[src/alu_macros.svh]
// data and address widths, register map indices and offsets, command queue sizing
`ifndef ALU_MACROS_SVH
`define ALU_MACROS_SVH

`define APB_DATA_W      32
`define APB_ADDR_W      32
`define REG_OFFSET      (`APB_ADDR_W / 8)   // bytes between registers

// write bank
`define WR_REG_NUM      3
`define REG_OP_A_IDX    0
`define REG_OP_B_IDX    1
`define REG_CMD_IDX     2
`define OP_W            3                   // opcode field in CMD

// read bank
`define RD_REG_NUM      3
`define REG_RESULT_IDX  0
`define REG_DONE_IDX    1
`define REG_STATUS_IDX  2
`define STATUS_OVF_BIT  8

`define CMD_FIFO_DEPTH  4
`define CMD_FIFO_PTR_W  2
`define CMD_FIFO_LVL_W  3                   // holds 0..depth

`endif

[src/alu_pkg.sv]
// alu opcode enum, command queue and engine state enums
`default_nettype none

`include "alu_macros.svh"

package alu_pkg;

    // codes 5..7 are undefined and compute to zero
    typedef enum logic [`OP_W-1:0] {
        OP_ADD = 3'd0,
        OP_SUB = 3'd1,
        OP_AND = 3'd2,
        OP_XOR = 3'd3,
        OP_MUL = 3'd4
    } alu_op_e;

    // request side of the four-phase handshake
    typedef enum logic [1:0] {
        FIFO_IDLE,
        FIFO_REQ,
        FIFO_WAIT_ACK_LOW
    } fifo_rd_state_e;

    typedef enum logic [1:0] {
        ALU_IDLE,
        ALU_ACK,
        ALU_MUL_RUN,
        ALU_POST
    } alu_state_e;

endpackage

`default_nettype wire

[src/apb_reg_file.sv]
// APB slave with write register bank, read register bank and write valid pulses
`timescale 1ns/1ps
`default_nettype none

`include "alu_macros.svh"

module apb_reg_file (
    input  logic                                    clk_i,
    input  logic                                    rstn_i,

    input  logic [`APB_ADDR_W-1:0]                  paddr_i,
    input  logic                                    psel_i,
    input  logic                                    penable_i,
    input  logic                                    pwrite_i,
    input  logic [`APB_DATA_W-1:0]                  pwdata_i,
    output logic                                    pready_o,
    output logic [`APB_DATA_W-1:0]                  prdata_o,

    input  logic [`RD_REG_NUM-1:0][`APB_DATA_W-1:0] rd_regs_i,
    input  logic [`RD_REG_NUM-1:0]                  rd_valid_i,

    output logic [`WR_REG_NUM-1:0][`APB_DATA_W-1:0] wr_regs_o,
    output logic [`WR_REG_NUM-1:0]                  wr_valid_o
);

    logic [`APB_DATA_W-1:0] wr_reg [`WR_REG_NUM];
    logic [`APB_DATA_W-1:0] rd_reg [`RD_REG_NUM];
    logic [`WR_REG_NUM-1:0] wr_valid;

    logic access;
    logic write;
    logic read;

    // only the first access cycle counts, the next one completes the transfer
    assign access = psel_i & penable_i & ~pready_o;
    assign write  = access & pwrite_i;
    assign read   = access & ~pwrite_i;

    // write bank, first stage
    always_ff @(posedge clk_i) begin
        if (!rstn_i) begin
            for (int i = 0; i < `WR_REG_NUM; i++) begin
                wr_reg[i]   <= '0;
                wr_valid[i] <= 1'b0;
            end
        end else begin
            for (int i = 0; i < `WR_REG_NUM; i++) begin
                if (write && (paddr_i == `APB_ADDR_W'(i * `REG_OFFSET))) begin
                    wr_reg[i]   <= pwdata_i;
                    wr_valid[i] <= 1'b1;
                end else begin
                    wr_valid[i] <= 1'b0;
                end
            end
        end
    end

    // second stage toward the queue
    always_ff @(posedge clk_i) begin
        if (!rstn_i) begin
            wr_valid_o <= '0;
        end else begin
            wr_valid_o <= wr_valid;
        end
    end

    always_ff @(posedge clk_i) begin
        for (int i = 0; i < `WR_REG_NUM; i++) begin
            wr_regs_o[i] <= wr_reg[i];
        end
    end

    // read bank, loaded by the subsystem
    always_ff @(posedge clk_i) begin
        if (!rstn_i) begin
            for (int i = 0; i < `RD_REG_NUM; i++) begin
                rd_reg[i] <= '0;
            end
        end else begin
            for (int i = 0; i < `RD_REG_NUM; i++) begin
                if (rd_valid_i[i]) begin
                    rd_reg[i] <= rd_regs_i[i];
                end
            end
        end
    end

    always_ff @(posedge clk_i) begin
        if (read) begin
            prdata_o <= '0; // unmapped offsets read zero
            for (int i = 0; i < `RD_REG_NUM; i++) begin
                if (paddr_i == `APB_ADDR_W'(i * `REG_OFFSET)) begin
                    prdata_o <= rd_reg[i];
                end
            end
        end
    end

    // one-cycle ready, same edge as prdata
    always_ff @(posedge clk_i) begin
        if (!rstn_i) begin
            pready_o <= 1'b0;
        end else begin
            pready_o <= access;
        end
    end

endmodule

`default_nettype wire

[src/cmd_fifo.sv]
// command queue with four-phase req/ack read side, level and sticky overflow status
`timescale 1ns/1ps
`default_nettype none

`include "alu_macros.svh"

module cmd_fifo (
    input  logic                                    clk_i,
    input  logic                                    rstn_i,

    input  logic [`WR_REG_NUM-1:0][`APB_DATA_W-1:0] wr_regs_i,
    input  logic [`WR_REG_NUM-1:0]                  wr_valid_i,

    output logic                                    req_o,
    input  logic                                    ack_i,
    output logic [`APB_DATA_W-1:0]                  cmd_a_o,
    output logic [`APB_DATA_W-1:0]                  cmd_b_o,
    output alu_pkg::alu_op_e                        cmd_op_o,

    output logic [`APB_DATA_W-1:0]                  status_o,
    output logic                                    status_valid_o
);

    import alu_pkg::*;

    logic [`APB_DATA_W-1:0]     a_mem  [`CMD_FIFO_DEPTH];
    logic [`APB_DATA_W-1:0]     b_mem  [`CMD_FIFO_DEPTH];
    alu_op_e                    op_mem [`CMD_FIFO_DEPTH];

    logic [`CMD_FIFO_PTR_W-1:0] wr_ptr;
    logic [`CMD_FIFO_PTR_W-1:0] rd_ptr;
    logic [`CMD_FIFO_LVL_W-1:0] level;
    logic [`CMD_FIFO_LVL_W-1:0] level_nxt;
    logic                       ovf;
    logic                       ovf_nxt;
    logic                       push;
    logic                       push_ok;
    logic                       pop;
    fifo_rd_state_e             state;

    assign push    = wr_valid_i[`REG_CMD_IDX];  // a CMD write queues one operation
    assign push_ok = push & (level != `CMD_FIFO_LVL_W'(`CMD_FIFO_DEPTH));
    assign pop     = (state == FIFO_REQ) & ack_i;

    always_comb begin
        level_nxt = level;
        if (push_ok && !pop) begin
            level_nxt = level + 1'b1;
        end else if (pop && !push_ok) begin
            level_nxt = level - 1'b1;
        end
        ovf_nxt = ovf | (push & ~push_ok); // dropped push
    end

    always_ff @(posedge clk_i) begin
        if (push_ok) begin
            a_mem[wr_ptr]  <= wr_regs_i[`REG_OP_A_IDX];
            b_mem[wr_ptr]  <= wr_regs_i[`REG_OP_B_IDX];
            op_mem[wr_ptr] <= alu_op_e'(wr_regs_i[`REG_CMD_IDX][`OP_W-1:0]);
        end
    end

    always_ff @(posedge clk_i) begin
        if (!rstn_i) begin
            wr_ptr         <= '0;
            rd_ptr         <= '0;
            level          <= '0;
            ovf            <= 1'b0;
            status_valid_o <= 1'b0;
            req_o          <= 1'b0;
            state          <= FIFO_IDLE;
        end else begin
            level          <= level_nxt;
            ovf            <= ovf_nxt;
            status_valid_o <= (level_nxt != level) | (ovf_nxt != ovf);
            if (push_ok) begin
                wr_ptr <= wr_ptr + 1'b1;
            end
            if (pop) begin
                rd_ptr <= rd_ptr + 1'b1;
            end

            case (state)
                FIFO_IDLE: begin
                    if ((level != '0) && !ack_i) begin
                        req_o <= 1'b1;
                        state <= FIFO_REQ;
                    end
                end
                FIFO_REQ: begin
                    if (ack_i) begin
                        req_o <= 1'b0;  // entry popped on this edge
                        state <= FIFO_WAIT_ACK_LOW;
                    end
                end
                FIFO_WAIT_ACK_LOW: begin
                    if (!ack_i) begin
                        state <= FIFO_IDLE;
                    end
                end
                default: state <= FIFO_IDLE;
            endcase
        end
    end

    // head entry, stable while req is high
    assign cmd_a_o  = a_mem[rd_ptr];
    assign cmd_b_o  = b_mem[rd_ptr];
    assign cmd_op_o = op_mem[rd_ptr];

    assign status_o = {{(`APB_DATA_W - `STATUS_OVF_BIT - 1){1'b0}}, ovf,
                       {(`STATUS_OVF_BIT - `CMD_FIFO_LVL_W){1'b0}}, level};

endmodule

`default_nettype wire

[src/alu_engine.sv]
// command consumer with single-cycle ops, shift-and-add multiply and done counter
`timescale 1ns/1ps
`default_nettype none

`include "alu_macros.svh"

module alu_engine (
    input  logic                   clk_i,
    input  logic                   rstn_i,

    input  logic                   req_i,
    output logic                   ack_o,
    input  logic [`APB_DATA_W-1:0] cmd_a_i,
    input  logic [`APB_DATA_W-1:0] cmd_b_i,
    input  alu_pkg::alu_op_e       cmd_op_i,

    output logic [`APB_DATA_W-1:0] result_o,
    output logic [`APB_DATA_W-1:0] done_count_o,
    output logic                   result_valid_o
);

    import alu_pkg::*;

    alu_state_e                       state;
    alu_op_e                          op;
    logic [`APB_DATA_W-1:0]           op_a;
    logic [`APB_DATA_W-1:0]           op_b;
    logic [`APB_DATA_W-1:0]           acc;
    logic [$clog2(`APB_DATA_W)-1:0]   step;
    logic                             take;

    function automatic logic [`APB_DATA_W-1:0] alu_simple(
        input alu_op_e                op_f,
        input logic [`APB_DATA_W-1:0] a,
        input logic [`APB_DATA_W-1:0] b
    );
        logic [`APB_DATA_W-1:0] res;
        case (op_f)
            OP_ADD:  res = a + b;
            OP_SUB:  res = a - b;
            OP_AND:  res = a & b;
            OP_XOR:  res = a ^ b;
            default: res = '0;  // undefined codes
        endcase
        return res;
    endfunction

    // accept only from idle, after the previous handshake has closed
    assign take = (state == ALU_IDLE) & req_i & ~ack_o;

    always_ff @(posedge clk_i) begin
        if (!rstn_i) begin
            state          <= ALU_IDLE;
            ack_o          <= 1'b0;
            result_valid_o <= 1'b0;
            done_count_o   <= '0;
        end else begin
            result_valid_o <= 1'b0;
            if (take) begin
                ack_o <= 1'b1;
            end else if (ack_o && !req_i) begin
                ack_o <= 1'b0;  // req gone, close the handshake
            end

            case (state)
                ALU_IDLE: begin
                    if (take) begin
                        state <= ALU_ACK;
                    end
                end
                ALU_ACK: begin
                    if (op == OP_MUL) begin
                        state <= ALU_MUL_RUN;
                    end else begin
                        result_valid_o <= 1'b1;
                        done_count_o   <= done_count_o + 1'b1;
                        state          <= ALU_IDLE;
                    end
                end
                ALU_MUL_RUN: begin
                    if (step == '1) begin
                        state <= ALU_POST;
                    end
                end
                ALU_POST: begin
                    result_valid_o <= 1'b1;
                    done_count_o   <= done_count_o + 1'b1;
                    state          <= ALU_IDLE;
                end
                default: state <= ALU_IDLE;
            endcase
        end
    end

    always_ff @(posedge clk_i) begin
        case (state)
            ALU_IDLE: begin
                if (take) begin
                    op_a <= cmd_a_i;
                    op_b <= cmd_b_i;
                    op   <= cmd_op_i;
                end
            end
            ALU_ACK: begin
                acc  <= '0;
                step <= '0;
                if (op != OP_MUL) begin
                    result_o <= alu_simple(op, op_a, op_b);
                end
            end
            ALU_MUL_RUN: begin
                if (op_b[0]) begin
                    acc <= acc + op_a;
                end
                op_a <= op_a << 1;   // low 32 bits of the product only
                op_b <= op_b >> 1;
                step <= step + 1'b1;
            end
            ALU_POST: result_o <= acc;
            default: ;
        endcase
    end

endmodule

`default_nettype wire

[src/alu_subsys_top.sv]
// top level wiring of APB register file, command queue and arithmetic engine
`timescale 1ns/1ps
`default_nettype none

`include "alu_macros.svh"

module alu_subsys_top (
    input  logic                   clk_i,
    input  logic                   rstn_i,

    input  logic [`APB_ADDR_W-1:0] paddr_i,
    input  logic                   psel_i,
    input  logic                   penable_i,
    input  logic                   pwrite_i,
    input  logic [`APB_DATA_W-1:0] pwdata_i,
    output logic                   pready_o,
    output logic [`APB_DATA_W-1:0] prdata_o
);

    import alu_pkg::*;

    logic [`WR_REG_NUM-1:0][`APB_DATA_W-1:0] wr_regs;
    logic [`WR_REG_NUM-1:0]                  wr_valid;
    logic [`RD_REG_NUM-1:0][`APB_DATA_W-1:0] rd_regs;
    logic [`RD_REG_NUM-1:0]                  rd_valid;

    logic                   req;
    logic                   ack;
    logic [`APB_DATA_W-1:0] cmd_a;
    logic [`APB_DATA_W-1:0] cmd_b;
    alu_op_e                cmd_op;
    logic [`APB_DATA_W-1:0] result;
    logic [`APB_DATA_W-1:0] done_count;
    logic                   result_valid;
    logic [`APB_DATA_W-1:0] status;
    logic                   status_valid;

    // result and count post together
    assign rd_regs[`REG_RESULT_IDX]  = result;
    assign rd_regs[`REG_DONE_IDX]    = done_count;
    assign rd_regs[`REG_STATUS_IDX]  = status;
    assign rd_valid[`REG_RESULT_IDX] = result_valid;
    assign rd_valid[`REG_DONE_IDX]   = result_valid;
    assign rd_valid[`REG_STATUS_IDX] = status_valid;

    apb_reg_file reg_file0 (
        .clk_i      (clk_i),
        .rstn_i     (rstn_i),
        .paddr_i    (paddr_i),
        .psel_i     (psel_i),
        .penable_i  (penable_i),
        .pwrite_i   (pwrite_i),
        .pwdata_i   (pwdata_i),
        .pready_o   (pready_o),
        .prdata_o   (prdata_o),
        .rd_regs_i  (rd_regs),
        .rd_valid_i (rd_valid),
        .wr_regs_o  (wr_regs),
        .wr_valid_o (wr_valid)
    );

    cmd_fifo fifo0 (
        .clk_i          (clk_i),
        .rstn_i         (rstn_i),
        .wr_regs_i      (wr_regs),
        .wr_valid_i     (wr_valid),
        .req_o          (req),
        .ack_i          (ack),
        .cmd_a_o        (cmd_a),
        .cmd_b_o        (cmd_b),
        .cmd_op_o       (cmd_op),
        .status_o       (status),
        .status_valid_o (status_valid)
    );

    alu_engine engine0 (
        .clk_i          (clk_i),
        .rstn_i         (rstn_i),
        .req_i          (req),
        .ack_o          (ack),
        .cmd_a_i        (cmd_a),
        .cmd_b_i        (cmd_b),
        .cmd_op_i       (cmd_op),
        .result_o       (result),
        .done_count_o   (done_count),
        .result_valid_o (result_valid)
    );

endmodule

`default_nettype wire

[config.mk]
export PLATFORM = sky130hd
export DESIGN_NAME = alu_subsys_top
export DESIGN_NICKNAME = d
export VERILOG_FILES = /design/src/alu_pkg.sv /design/src/apb_reg_file.sv /design/src/cmd_fifo.sv /design/src/alu_engine.sv /design/src/alu_subsys_top.sv
export VERILOG_INCLUDE_DIRS = /design/src
export SDC_FILE = /design/constraint.sdc
export NUM_CORES = 1
export LEC_CHECK = 0
export BUFFER_PORTS_ARGS = -buffer_cell sky130_fd_sc_hd__buf_2
export CAP_MARGIN = 0
export CORE_ASPECT_RATIO = 0.5
export CORE_MARGIN = 2
export CORE_UTILIZATION = 50
export DETAILED_ROUTE_END_ITERATION = 12
export PLACE_DENSITY = 0.69
export SYNTH_ARGS = -nofsm -noshare
export SYNTH_HDL_FRONTEND = slang
export SYNTH_SLANG_ARGS = --single-unit
[constraint.sdc]
create_clock -name clk_i -period 5.3 [get_ports clk_i]
set_input_delay 1.06 -clock clk_i [delete_from_list [all_inputs] [get_ports clk_i]]
set_output_delay 1.06 -clock clk_i [all_outputs]
set_load 0.02 [all_outputs]
==> impl_metrics.env <==
export IMPL_status="finished clean"
export IMPL_timing_reg2reg_setup_slack_ns=0.89
export IMPL_grt_pass1_wl_mm=91.9
export IMPL_syn_area_um2=29700
export IMPL_synth_edff_count=571
export IMPL_r2r_cells=15
export IMPL_avgSynthCellArea_um2=14.9
export IMPL_io_pins=102
export IMPL_postSynthCellCount=1990
export IMPL_core_um2=59000
export IMPL_grt_max_degree=69
export IMPL_powerDensity_nw_per_um2=354
export IMPL_ant_nets=0
export IMPL_synthTopCellsByArea="edfxtp_1, dfxtp_1, mux4_2, ha_1, and2_1"
export IMPL_drive_above_1_share=0.185
export IMPL_drt_iter0_drc=1667
export IMPL_setup_tns_ns=0
export IMPL_cp_max_fo=6
export IMPL_pwr_share_comb=0.088
export IMPL_tritoncts="yes"
export IMPL_power_switching_uw=2760
export IMPL_max_cap_violations=0
export IMPL_period_share=0.831
export IMPL_die_h_um=176
export IMPL_clock_fmax_mhz=227
export IMPL_cts_repair_resized=0
export IMPL_setup_viol_count_final=0
export IMPL_end_kind="register"
export IMPL_area_growth_pct=11.6
export IMPL_power_total_uw=11700
export IMPL_worstMarginPinSlew_ns=1.06
export IMPL_grt_util_all_layers=0.193
export IMPL_wirelength_mm=59.3
export IMPL_cp_top_family="compound AO/OA/AOI/OAI gates"
export IMPL_final_cell_mix="edfxtp_1, and2_1, dfxtp_1"
export IMPL_ir_drop_v=0.000254
export IMPL_finalCriticalPeriod_ns=4.41
export IMPL_placed_cells=2820
export IMPL_min_path_cells=0
export IMPL_ys_ff_latch=691
export IMPL_cp_slowest_cell="o311ai_0"
export IMPL_numCtsBuffers=59
export IMPL_skew_ns=0.0243
export IMPL_yosysSeqAreaShare=0.657
export IMPL_hold_viol=0
export IMPL_grt_pass1_vias=15900
export IMPL_wl_per_cell_um=20.2
export IMPL_hold_class="reg -> reg"
export IMPL_seqPwrFrac=0.535
export IMPL_min_to="reg_file0.wr_regs_o[4]$_DFF_P_"
export IMPL_cts_max_level=2
export IMPL_rsz0062_at_grt="false"
export IMPL_syn_nets=2171
export IMPL_start_util=0.504
export IMPL_viasPerCell=5.55
export IMPL_postCtsHoldBufs=0
export IMPL_synth_ff_type="edfxtp_1"
export IMPL_grt_ovfl_total=0
export IMPL_start_kind="register"
export IMPL_hp_start="reg_file0.wr_reg[0][4]$_DFFE_PP_"
export IMPL_r2r_start="engine0.op_b[2]$_DFFE_PP_"
export IMPL_slew_headroom=0.289
export IMPL_p_int_uw=8980
export IMPL_clkSlewWorstSetupHoldPaths_ns=0.07
export IMPL_max_stage_delay_ns=0.58
export IMPL_clkSinkCount=691
export IMPL_cts_setup_buffers=0
export IMPL_dp_hpwl_mm=39.6
export IMPL_clockRootBuffer="clkbuf_16"
export IMPL_final_common_cell="edfxtp_1"
export IMPL_die_w_um=349
export IMPL_io_buffer_count=101
export IMPL_rr_endpoint="engine0.result_o[30]$_DFFE_PP_"
export IMPL_die_area_um2=61600
export IMPL_slew_violations=0
export IMPL_nets=2282
export IMPL_synth_area_leader_cell="edfxtp_1"
export IMPL_critPathBufInv=0
export IMPL_critPathKind="reg -> reg"
export IMPL_place_congestion=0.904
export IMPL_antenna_cells=0
export IMPL_ys_warn_count=0
export IMPL_vias=16300
export IMPL_antenna_found_initial=1
export IMPL_p_sw_frac=0.235
export IMPL_rows=63
export IMPL_fin_cells=2931
export IMPL_crit_required_ns=5.64
export IMPL_pwr_share_clk=0.377
export IMPL_crit_chain="or3_1, nor3_2, nand2_1, nand2_1, xor2_1, ha_1, a21oi_1, o221ai_1, o31ai_1, nand2b_1, a31o_2, o311ai_0, o211ai_1, xnor2_1, o221ai_1"
export IMPL_yosys_cell_types_count=78
export IMPL_synth_top_area_frac=0.577
export IMPL_fin_hold_ws_ns=0.340
export IMPL_p_leak_uw=0.0119
export IMPL_fin_util=0.562
export IMPL_drc=0
export IMPL_clock_latency_ns=0.63
export IMPL_ys_async_sr_fraction=0
export IMPL_max_clock_path_buffers=3
export IMPL_crit_arrival_ns=4.74
export IMPL_dr_pass1_iters=5
layer usage:
| metal | GRT usage | part of all wire | wire length (um) |
|---|---|---|---|
| met1 | 0.305 | 0.51 | 30100 |
| met2 | 0.273 | 0.41 | 24400 |
| met3 | 0.0424 | 0.068 | 4030 |
| met4 | 0.0336 | 0.013 | 757 |
| met5 | 0 | 0 | 0 |
how the worst max path moves through the flow:
stage / start / to / slack (ns) / depth (start not counted)
final: engine0.op_b[2]$_DFFE_PP_ / engine0.result_o[30]$_DFFE_PP_ / 0.89 / 15
after global routing: engine0.op_b[4]$_DFFE_PP_ / engine0.result_o[30]$_DFFE_PP_ / 0.68 / 15
after CTS: engine0.op[2]$_DFFE_PP_ / engine0.result_o[30]$_DFFE_PP_ / 0.92 / 12
after detailed placement: engine0.op[2]$_DFFE_PP_ / engine0.result_o[30]$_DFFE_PP_ / 0.93 / 12
after global placement: engine0.op_b[5]$_DFFE_PP_ / engine0.result_o[30]$_DFFE_PP_ / 1.05 / 14
after floorplan: paddr_i[13] / reg_file0.wr_reg[0][0]$_DFFE_PP_ / 0.16 / 7
worst reg2reg max path, cell delays in order (launching register included):
cell      delay, ns
edfxtp_1       0.46
or3_1          0.46
nor3_2         0.30
nand2_1        0.13
nand2_1        0.09
xor2_1         0.15
ha_1           0.31
a21oi_1        0.22
o221ai_1       0.15
o31ai_1        0.27
nand2b_1       0.21
a31o_2         0.29
o311ai_0       0.58
o211ai_1       0.18
xnor2_1        0.18
o221ai_1       0.13
final cells by class:
class / count / area (um^2)
Timing Repair Buffer: 126 / 693
Inverter: 31 / 116
Clock buffer: 76 / 1630
Sequential cell: 691 / 19600
Multi-Input combinational cell: 1192 / 9830
Clock inverter: 35 / 384
Fill cell: 4610 / 25900
Tap cell: 780 / 976
power by group through the flow:
stage | logic (uW) | registers, uW | clock network (uW)
after global routing | 1150 | 6300 | 4730
after CTS | 1030 | 6270 | 4510
final | 1040 | 6280 | 4430
after floorplan | 765 | 6340 | 0
after global placement | 1010 | 6380 | 0
after detailed placement | 1020 | 6390 | 0
metrics by stage:
stage	setup slack, ns	cell area (um^2)
finish	0.894	33200
global route	0.683	33200
CTS	0.923	33200
detailed placement	0.934	31200
global placement	1.05	31200
floorplan	0.160	29700
synthesized netlist by cell type (all sizes together) (45+ instances only):
cell,instances
and2,158
dfxtp,120
mux4,67
mux2,67
o21ai,76
a21oi,66
nor2,70
ha,110
xnor2,66
nand2,104
edfxtp,571
clkbuf,56
xor2,45
kinds of logic after synthesis:
group,synth area share
AO/OA/AOI/OAI,0.0655
XOR/XNOR,0.0327
adder cells (fa/ha/maj),0.0476
buffers and inverters,0.0141
flip-flops,0.657
multiplexers,0.0876
AND/OR/NAND/NOR,0.0950
(Power assumes the default switching activity.)
